[config.mk]
export PLATFORM = sky130hd
export DESIGN_NAME = clockDisplay
export DESIGN_NICKNAME = d
export VERILOG_FILES = /design/src/rtl/clockFacePkg.sv /design/src/rtl/vgaPkg.sv /design/src/rtl/clockDisplay.sv /design/src/rtl/glyphRenderer.sv /design/src/rtl/regionDecoder.sv /design/src/rtl/vgaSync.sv
export SDC_FILE = /design/constraint.sdc
export NUM_CORES = 1
export LEC_CHECK = 0
export BUFFER_PORTS_ARGS = -buffer_cell sky130_fd_sc_hd__buf_4
export CAP_MARGIN = 20
export CORE_MARGIN = 10
export CORE_UTILIZATION = 30
export DETAILED_ROUTE_END_ITERATION = 7
export SLEW_MARGIN = 20
export SYNTH_ARGS = -nofsm -noshare
export SYNTH_HDL_FRONTEND = slang
export SYNTH_SLANG_ARGS = --single-unit
[constraint.sdc]
create_clock -name CLK -period 4.3 [get_ports CLK]
set_input_delay 0.86 -clock CLK [delete_from_list [all_inputs] [get_ports CLK]]
set_output_delay 0.86 -clock CLK [all_outputs]
set_load 0.01 [all_outputs]
[src/rtl/clockFacePkg.sv]
package clockFacePkg;

	//////////////////////////////////////////////////////////////////////
	// Clock fields from the RTC
	//////////////////////////////////////////////////////////////////////

	typedef logic [3:0] bcdDigit_t;  // One BCD nibble
	typedef logic [7:0] bcdByte_t;   // Tens in [7:4], units in [3:0]

	// Field order matches the panel rows, date then time then timer
	typedef struct packed {
		bcdByte_t day;
		bcdByte_t month;
		bcdByte_t year;
		bcdByte_t hour;
		bcdByte_t minute;
		bcdByte_t second;
		bcdByte_t timerHour;
		bcdByte_t timerMinute;
		bcdByte_t timerSecond;
	} rtcTime_t;

	//////////////////////////////////////////////////////////////////////
	// Panel layout, offsets from the panel corner
	//////////////////////////////////////////////////////////////////////

	localparam int PanelSize  = 200;
	localparam int AlarmStart = 175;  // Icon is 25x25 in the lower right
	localparam int CellWidth  = 20;
	localparam int CellHeight = 30;
	localparam int CellCols   = 6;
	localparam int CellRows   = 3;
	localparam int CellColumn [CellCols] = '{34, 54, 79, 99, 124, 144};
	localparam int CellRow    [CellRows] = '{26, 85, 145};  // Date, time, timer

	//////////////////////////////////////////////////////////////////////
	// Region codes and the decoder to renderer request
	//////////////////////////////////////////////////////////////////////

	typedef logic [4:0] regionCode_t;
	typedef logic [4:0] cellPos_t;    // Cell local X 0..19 and Y 0..29
	typedef logic [6:0] segments_t;   // Segment a in bit 6 down to g in bit 0

	localparam regionCode_t RegionOff        = 5'd0;
	localparam regionCode_t RegionPanel      = 5'd1;
	localparam regionCode_t RegionFirstDigit = 5'd2;   // Date row, leftmost cell
	localparam regionCode_t RegionAlarm      = 5'd20;

	typedef enum logic [1:0] {
		KindOff,
		KindPanel,
		KindDigit,
		KindAlarm
	} regionKind_e;

	typedef struct packed {
		regionKind_e kind;
		regionCode_t code;
		bcdDigit_t   nibble;  // Only meaningful for KindDigit
		cellPos_t    cellX;
		cellPos_t    cellY;
		logic        hSync;
		logic        vSync;
		logic        active;
	} glyphReq_t;

	// Seven segment patterns, nibbles above 9 stay dark
	function automatic segments_t segmentTable(input bcdDigit_t nibble);
		case (nibble)
			4'd0: return 7'b1111110;
			4'd1: return 7'b0110000;
			4'd2: return 7'b1101101;
			4'd3: return 7'b1111001;
			4'd4: return 7'b0110011;
			4'd5: return 7'b1011011;
			4'd6: return 7'b1011111;
			4'd7: return 7'b1110000;
			4'd8: return 7'b1111111;
			4'd9: return 7'b1111011;
			default: return 7'b0000000;
		endcase
	endfunction

endpackage

[src/rtl/vgaPkg.sv]
package vgaPkg;

	//////////////////////////////////////////////////////////////////////
	// Screen coordinates and colors
	//////////////////////////////////////////////////////////////////////

	// Enough for 800 columns and 525 lines
	typedef logic [9:0] pixelPos_t;

	// 4 bits per channel
	typedef logic [11:0] color_t;

	// Channel layout inside color_t
	localparam int RedMsb   = 11;
	localparam int GreenMsb = 7;
	localparam int BlueMsb  = 3;

	//////////////////////////////////////////////////////////////////////
	// One pixel slot of the raster
	//////////////////////////////////////////////////////////////////////

	// Syncs are active low
	// x and y are the counter values for this slot
	// active is high only inside the visible 640x480 area
	typedef struct packed {
		logic      hSync;  // Low during the horizontal pulse
		logic      vSync;  // Low during the vertical pulse
		logic      active; // Visible area flag
		pixelPos_t x;      // Column, 0 to HTotal-1
		pixelPos_t y;      // Row, 0 to VTotal-1
	} pixelBeat_t;

	// Idle slot as seen during reset
	localparam pixelBeat_t IdleBeat = '{
		hSync:  1'b1,
		vSync:  1'b1,
		active: 1'b0,
		x:      '0,
		y:      '0
	};

endpackage

[src/rtl/clockDisplay.sv]
module clockDisplay import vgaPkg::*; import clockFacePkg::*; (
	input  logic        CLK,
	input  logic        rst,
	input  rtcTime_t    rtcTime,
	input  logic        alarm,
	output color_t      color,
	output logic        hSync,
	output logic        vSync,
	output regionCode_t regionCode
);

	//////////////////////////////////////////////////////////////////////
	// Layout and timing
	//////////////////////////////////////////////////////////////////////

	localparam int     PanelX     = 100;      // Panel corner on screen
	localparam int     PanelY     = 100;
	localparam color_t PanelColor = 12'h345;
	localparam color_t DigitColor = 12'hFF0;
	localparam color_t AlarmColor = 12'hF00;

	pixelBeat_t beat;  // Stage 1 to 2
	glyphReq_t  req;   // Stage 2 to 3

	// 640x480 at 60 Hz
	vgaSync #(
		.HActive(640), .HFront(16), .HPulse(96), .HBack(48),
		.VActive(480), .VFront(10), .VPulse(2), .VBack(33)
	) vgaSync_i (
		.CLK(CLK),
		.rst(rst),
		.beat(beat)
	);

	regionDecoder #(.PanelX(PanelX), .PanelY(PanelY)) regionDecoder_i (
		.CLK(CLK),
		.rst(rst),
		.beat(beat),
		.rtcTime(rtcTime),
		.alarm(alarm),
		.req(req)
	);

	glyphRenderer #(
		.PanelColor(PanelColor),
		.DigitColor(DigitColor),
		.AlarmColor(AlarmColor)
	) glyphRenderer_i (
		.CLK(CLK),
		.rst(rst),
		.req(req),
		.color(color),
		.hSync(hSync),
		.vSync(vSync),
		.regionCode(regionCode)
	);

endmodule

[src/rtl/glyphRenderer.sv]
module glyphRenderer import vgaPkg::*; import clockFacePkg::*; #(
	parameter color_t PanelColor = 12'h345,
	parameter color_t DigitColor = 12'hFF0,
	parameter color_t AlarmColor = 12'hF00
) (
	input  logic        CLK,
	input  logic        rst,
	input  glyphReq_t   req,
	output color_t      color,
	output logic        hSync,
	output logic        vSync,
	output regionCode_t regionCode
);

	localparam int SegThick = 3;
	localparam int MidRow   = (CellHeight - SegThick) / 2;  // Top row of segment g
	localparam int BarFirst = SegThick;                     // Horizontal bars span 3..16
	localparam int BarLast  = CellWidth - SegThick - 1;
	localparam int RightCol = CellWidth - SegThick;         // b and c start here
	localparam int BotRow   = CellHeight - SegThick;        // d starts here

	segments_t lit;        // Segments the nibble turns on
	segments_t under;      // Segments under the current pixel
	logic      onSegment;
	logic      inBar;
	logic      inUpper;
	logic      inLower;
	color_t    colorNext;

	//////////////////////////////////////////////////////////////////////
	// Seven segment geometry
	//////////////////////////////////////////////////////////////////////

	always_comb begin
		lit     = segmentTable(req.nibble);
		inBar   = (req.cellX >= BarFirst) && (req.cellX <= BarLast);
		inUpper = (req.cellY >= SegThick) && (req.cellY <= MidRow);
		inLower = (req.cellY >= MidRow + SegThick) && (req.cellY < BotRow);
		under[6] = inBar && (req.cellY < SegThick);                  // a
		under[5] = inUpper && (req.cellX >= RightCol);               // b
		under[4] = inLower && (req.cellX >= RightCol);               // c
		under[3] = inBar && (req.cellY >= BotRow);                   // d
		under[2] = inLower && (req.cellX < SegThick);                // e
		under[1] = inUpper && (req.cellX < SegThick);                // f
		under[0] = inBar && (req.cellY >= MidRow)
			&& (req.cellY < MidRow + SegThick);                      // g
		onSegment = |(lit & under);
	end

	//////////////////////////////////////////////////////////////////////
	// Color pick
	//////////////////////////////////////////////////////////////////////

	always_comb begin
		case (req.kind)
			KindPanel: colorNext = PanelColor;
			KindAlarm: colorNext = AlarmColor;
			KindDigit: colorNext = onSegment ? DigitColor : PanelColor;
			default:   colorNext = '0;
		endcase
		if (!req.active) begin
			colorNext = '0;   // Blanking is always black
		end
	end

	always_ff @(posedge CLK) begin
		if (rst) begin
			color      <= '0;
			hSync      <= 1'b1;
			vSync      <= 1'b1;
			regionCode <= RegionOff;
		end else begin
			color      <= colorNext;
			hSync      <= req.hSync;   // Same pixel as color
			vSync      <= req.vSync;
			regionCode <= req.code;
		end
	end

	// Black outside the visible area
	assert property (@(posedge CLK) disable iff (rst)
		!$past(req.active) |-> (color == '0))
		else $error("glyphRenderer color %h during blanking", color);

endmodule

[src/rtl/regionDecoder.sv]
module regionDecoder import vgaPkg::*; import clockFacePkg::*; #(
	parameter int PanelX = 100,
	parameter int PanelY = 100
) (
	input  logic       CLK,
	input  logic       rst,
	input  pixelBeat_t beat,
	input  rtcTime_t   rtcTime,
	input  logic       alarm,
	output glyphReq_t  req
);

	bcdByte_t [8:0]       fieldList;  // Day in element 8 down to timer second in 0
	pixelPos_t            relX;       // Offset from the panel corner
	pixelPos_t            relY;
	logic                 inPanel;
	logic                 inAlarm;
	logic [CellCols-1:0]  colHit;
	logic [CellRows-1:0]  rowHit;
	glyphReq_t            reqNext;

	assign fieldList = rtcTime;
	assign relX      = beat.x - pixelPos_t'(PanelX);  // Wraps when left of the panel
	assign relY      = beat.y - pixelPos_t'(PanelY);

	//////////////////////////////////////////////////////////////////////
	// Panel, icon and cell bounds, all inclusive
	//////////////////////////////////////////////////////////////////////

	always_comb begin
		inPanel = beat.active
			&& (beat.x >= PanelX) && (relX < PanelSize)
			&& (beat.y >= PanelY) && (relY < PanelSize);
		// Icon only shows while the alarm is raised
		inAlarm = inPanel && alarm && (relX >= AlarmStart) && (relY >= AlarmStart);
		for (int c = 0; c < CellCols; c++) begin
			colHit[c] = (relX >= CellColumn[c]) && (relX < CellColumn[c] + CellWidth);
		end
		for (int r = 0; r < CellRows; r++) begin
			rowHit[r] = (relY >= CellRow[r]) && (relY < CellRow[r] + CellHeight);
		end
	end

	//////////////////////////////////////////////////////////////////////
	// Region code, nibble and cell local position
	//////////////////////////////////////////////////////////////////////

	always_comb begin
		reqNext        = '0;
		reqNext.kind   = KindOff;
		reqNext.code   = RegionOff;
		reqNext.hSync  = beat.hSync;   // Syncs ride along with the pixel
		reqNext.vSync  = beat.vSync;
		reqNext.active = beat.active;
		if (inAlarm) begin
			reqNext.kind = KindAlarm;  // Wins over the plain panel
			reqNext.code = RegionAlarm;
		end else if (inPanel) begin
			reqNext.kind = KindPanel;
			reqNext.code = RegionPanel;
			for (int r = 0; r < CellRows; r++) begin
				for (int c = 0; c < CellCols; c++) begin
					if (rowHit[r] && colHit[c]) begin
						reqNext.kind  = KindDigit;
						reqNext.code  = regionCode_t'(RegionFirstDigit + r * CellCols + c);
						// Left cell of a pair shows tens
						if (c % 2 == 0) begin
							reqNext.nibble = fieldList[8 - (r * 3 + c / 2)][7:4];
						end else begin
							reqNext.nibble = fieldList[8 - (r * 3 + c / 2)][3:0];
						end
						reqNext.cellX = cellPos_t'(relX - pixelPos_t'(CellColumn[c]));
						reqNext.cellY = cellPos_t'(relY - pixelPos_t'(CellRow[r]));
					end
				end
			end
		end
	end

	always_ff @(posedge CLK) begin
		if (rst) begin
			req       <= '0;
			req.kind  <= KindOff;
			req.hSync <= 1'b1;   // Inactive syncs
			req.vSync <= 1'b1;
		end else begin
			req <= reqNext;
		end
	end

	//////////////////////////////////////////////////////////////////////
	// Checks
	//////////////////////////////////////////////////////////////////////

	assert property (@(posedge CLK) disable iff (rst)
		req.code <= RegionAlarm)
		else $error("regionDecoder code %0d out of range", req.code);

endmodule

[src/rtl/vgaSync.sv]
module vgaSync import vgaPkg::*; #(
	parameter int HActive = 640,
	parameter int HFront  = 16,
	parameter int HPulse  = 96,
	parameter int HBack   = 48,
	parameter int VActive = 480,
	parameter int VFront  = 10,
	parameter int VPulse  = 2,
	parameter int VBack   = 33
) (
	input  logic       CLK,
	input  logic       rst,
	output pixelBeat_t beat
);

	localparam int HTotal     = HActive + HFront + HPulse + HBack;  // 800
	localparam int VTotal     = VActive + VFront + VPulse + VBack;  // 525
	localparam int HSyncFirst = HActive + HFront;                   // 656
	localparam int HSyncLast  = HSyncFirst + HPulse - 1;            // 751
	localparam int VSyncFirst = VActive + VFront;                   // 490
	localparam int VSyncLast  = VSyncFirst + VPulse - 1;            // 491

	pixelPos_t xNext;
	pixelPos_t yNext;
	logic      lineEnd;
	logic      frameEnd;

	//////////////////////////////////////////////////////////////////////
	// Next counter values
	//////////////////////////////////////////////////////////////////////

	always_comb begin
		lineEnd  = (beat.x == pixelPos_t'(HTotal - 1));
		frameEnd = (beat.y == pixelPos_t'(VTotal - 1));
		xNext    = lineEnd ? '0 : beat.x + 1'b1;
		yNext    = beat.y;            // Y only moves on a line wrap
		if (lineEnd) begin
			yNext = frameEnd ? '0 : beat.y + 1'b1;
		end
	end

	// Syncs and active come from the next values
	// so they line up with the registered counters
	always_ff @(posedge CLK) begin
		if (rst) begin
			beat <= IdleBeat;         // Counters at 0, syncs high
		end else begin
			beat.x      <= xNext;
			beat.y      <= yNext;
			beat.hSync  <= !((xNext >= HSyncFirst) && (xNext <= HSyncLast));
			beat.vSync  <= !((yNext >= VSyncFirst) && (yNext <= VSyncLast));
			beat.active <= (xNext < HActive) && (yNext < VActive);
		end
	end

	//////////////////////////////////////////////////////////////////////
	// Checks
	//////////////////////////////////////////////////////////////////////

	// Counters never leave the frame
	assert property (@(posedge CLK) disable iff (rst)
		(beat.x < HTotal) && (beat.y < VTotal))
		else $error("vgaSync counter out of range x=%0d y=%0d", beat.x, beat.y);

endmodule

==> flow_results.org <==
** Final layout
- Most common cell after layout, fill and taps aside :: buf_4
- Area delta synth->final :: 25.4%
- The net count of the finished layout is 947.
- The number of antenna diodes in the final layout is 0.
- # fillers :: 1,953
- Of the cells placed in the final design, the portion with a size suffix greater than 1 is 25.4%.
- In the layout the commonest cells are buf_4, nor2_1, dfxtp_1.

** Critical path
- Signal arrival time at the worst endpoint :: 4350 ps
- Max Fanout on Critical Path :: 12
- The worst register-to-register path begins at vgaSync_i.beat[13].
- STA classifies the critical path endpoint as a flop.
- R2r endpoint :: glyphRenderer_i.lit[3]
- The worst setup path is of the flop to flop kind.
- The worst register-to-register path has a setup slack of 210 ps.
- For the worst setup path, the data required time is 4560 ps.
- The worst setup path is launched from a flop.
- Cells on worst reg2reg path :: 16

** Clock network
- The clock drives 62 sinks.
- Clock tree from TritonCTS :: yes
- Buffer type at the clock tree root :: clkbuf_16
- TritonCTS created 9 clock buffers.
- The number of hold buffers added after CTS was 0.
- After clock tree synthesis, the clock-pin slew on the worst setup and hold paths is 50 ps.
- Clock tree buffer depth :: 2
- Number of levels the H-tree was split into :: 3
- Clock latency of the later-clocked register in the worst-skew pair :: 340 ps

** Routing
- After detailed routing, the wire length on met1 is 8950 um.
- Total wirelength of the detailed-routed design :: 20,200 um
- Met2 wire len :: 9050 um
- DR WL/cell :: 18.7 um
- The first TritonRoute pass finished after 6 iterations.
- In this run the remaining antenna-violating nets after routing total 0.
- Uppermost metal layer occupied by signal nets :: met4
- Detailed router's first-iteration violation count :: 710
- Vias per cell :: 5.71
- Routed wl met3 :: 1810 um
- After detailed routing, the number of remaining DRC violations is 0.
- Across all layers, the routed design uses 6,142 vias.

** Placement
- GPL Wtd Cong :: 0.957
- IO Port Bufs :: 91
- Detailed placement finished with a half-perimeter wire length of 15,900 um.
- Placement-stage worst setup slack :: 235 ps

** Power and ir drop
- Int Power :: 1.11 mW
- For this design the static power due to leakage is 2.68 nW.
- The worst-case IR drop observed on VDD is 0.165 mV.
- The share of total power dissipated in combinational logic is 11.9%.
- Net Switching :: 361 uW
- Switch share :: 24.5%
- Sequential cells burn 39.4% of the power.
- Per report_power, the clock group accounts for 48.7% of the total.
- For this design the ratio of total power to cell area is 207 mW/mm^2.
- Total power of the final layout :: 1.47 mW

** Global route
- Wire length of the first global-routing pass :: 31,100 um
- The via count of the first global-routing pass came to 5,750.
- In the global route stage, overall resource usage came out at 15.8%.
- Initial antenna violation count :: 0
- Maximum number of pins on one net before global-route repair :: 26
- Global route overflow :: 0

** Die
- Area inside the core boundary :: 0.0186 sq mm
- Width of the chip :: 157 um
- The die is 157 um tall.
- The die covers 0.0248 sq mm.
- The initial utilization of the core area, before any placement, comes to 30.3%.
- IO Pins :: 94
- Placement row count :: 50

** Min path
- Counting instances, the worst hold path has a depth of 1.
- For hold timing, the worst endpoint is glyphRenderer_i.hSync.
- The min-delay analysis places its worst path in the category flop to flop.
- HP Start :: regionDecoder_i.req[2]

** Timing
- Minimum clock period after layout :: 4090 ps
- Based on the critical path, the design can be clocked at up to 245 MHz.
- Setup violations remaining at the end of the flow were counted as 0.
- Summed over all failing endpoints, the final setup total negative slack is 0 ps.
- Once routing completed, OpenROAD measured the worst setup slack at 210 ps.
- The final number of max-transition violations was 0.
- RSZ-0062 raised after global routing :: yes
- The tightest hold path in the finished design has a slack of 406 ps.
- Worst setup skew after layout :: 5.61 ps
- Period utilisation layout :: 95.1%
- For the pin with the worst max-slew slack, the measured transition is 868 ps.
- The hold violation total from the final report came to 0.
- Relative slew slack :: 42.1%

** Yosys
- The synthesized netlist occupies a cell area of 0.00566 sq mm.
- The most used flip-flop cell after synthesis is dfxtp_1.
- Synthesis produced 736 cells.
- Number of warnings reported in the yosys synthesis log :: 0
- Synthesis inferred 62 register bits.
- Yosys mapped a number of flops with a built-in enable equal to 0.
- Counting flops with an async set or reset pin after synthesis yields a share of 0%.
- Averaged over all synthesized cells, the footprint is 7.69 sq um.
- Fraction of the yosys area taken by sequential cells :: 21.9%
- Number of distinct library cell variants in the gate-level netlist after synthesis :: 95

** Run status
- The flow ran to the end, and the final reports show no timing, DRC or antenna violations.

** Job
- Across the run, the number of max-cap violations was 0.
==> worst max-delay path, stage by stage, from the launching register on <==
cell and delay, ps:
dfxtp_1 300, inv_1 120, ha_1 290, buf_4 250, xor2_2 260, a22oi_1 220, a311oi_4 480, buf_4 210
a32o_1 190, a221oi_1 90, nor3_1 320, o21a_1 190, nor3_2 70, or2_2 350, ha_1 190, or3_1 380
o211ai_1 100
==> final cells by class <==
cell class                      instances  area, sq um  share of cell area, %
Sequential cell                        62         1240                   17.5
Tap cell                              234          293                   4.13
Timing Repair Buffer                  145         1090                   15.3
Multi-Input combinational cell        590         4060                   57.3
Clock inverter                          7         72.6                   1.02
Inverter                               29          109                   1.53
Clock buffer                            9          225                   3.18
==> registers in the layout, indices dropped and copies added (netlist names) <==
name	cells
glyphRenderer_i.lit	7
glyphRenderer_i.regionCode	5
glyphRenderer_i.hSync	1
glyphRenderer_i.vSync	1
glyphRenderer_i.color	5
vgaSync_i.beat	23
regionDecoder_i.req	20
==> power groups by stage <==
stage          logic, mW  clock network, mW  registers [mW]
6_report           0.176              0.716           0.579
5_1_grt            0.188              0.762           0.579
4_1_cts            0.172              0.737           0.579
3_5_place_dp       0.171                  0           0.592
3_3_place_gp       0.171                  0           0.592
2_1_floorplan     0.0803                  0           0.594
==> routing by layer <==
layer  GRT usage [%]  vias to the layer above
met5               0                        -
met1            21.0                     2888
li1                -                     2947
met2            23.7                      270
met4            4.19                        0
met3            5.27                       37
==> Yosys cell counts (19+ instances only) <==
cell type / n / area, sq um
o21ai_0: 29 / 145
nor2_1: 63 / 236
clkbuf_1: 23 / 86.3
nor3_1: 36 / 180
xnor2_1: 23 / 201
inv_1: 28 / 105
a21oi_1: 45 / 225
buf_2: 21 / 105
dfxtp_1: 62 / 1240
nand2_1: 57 / 214
ha_1: 35 / 438
nand3_1: 19 / 95.1
==> logic make-up (layout without fill, tap and decap cells) <==
kind of cell    count (synthesis)  count (layout)  share of synthesized area [%]
fa+ha+maj                      35              35                           7.74
simple gates                  269             269                           24.7
compound gates                241             241                           31.6
mux                             8               8                           1.48
xor+xnor                       35              35                           5.55
flops                          62              62                           21.9
other cells                     1               2                         0.0663
buf+inv                        85             190                           6.85
==> repair_timing <==
item                       in CTS  in global routing
buffers inserted                0                  2
setup endpoints to repair       0                  6
resized for setup               0                  8
==> how the worst max path moves through the flow <==
stage | slack [ps] | cells past startpoint | endpoint | startpoint
3_5_place_dp | 240 | 16 | glyphRenderer_i.lit[0] | vgaSync_i.beat[13]
5_1_grt | -20 | 17 | glyphRenderer_i.lit[0] | vgaSync_i.beat[13]
4_1_cts | 210 | 16 | glyphRenderer_i.lit[0] | vgaSync_i.beat[13]
2_1_floorplan | 80 | 17 | glyphRenderer_i.lit[6] | vgaSync_i.beat[12]
6_report | 210 | 16 | glyphRenderer_i.lit[3] | vgaSync_i.beat[13]
3_3_place_gp | 270 | 17 | glyphRenderer_i.lit[0] | vgaSync_i.beat[13]
==> through the flow <==
stage,util (%),area (sq um),std cells
after floorplan,-,5670,737
after global placement,36.2,6750,1058
after detailed placement,36.2,6750,1058
after CTS,37.8,7050,1074
after global routing,38.0,7090,1076
final,38.0,7090,1076
No activity file was read; power rests on OpenSTA's default activity.
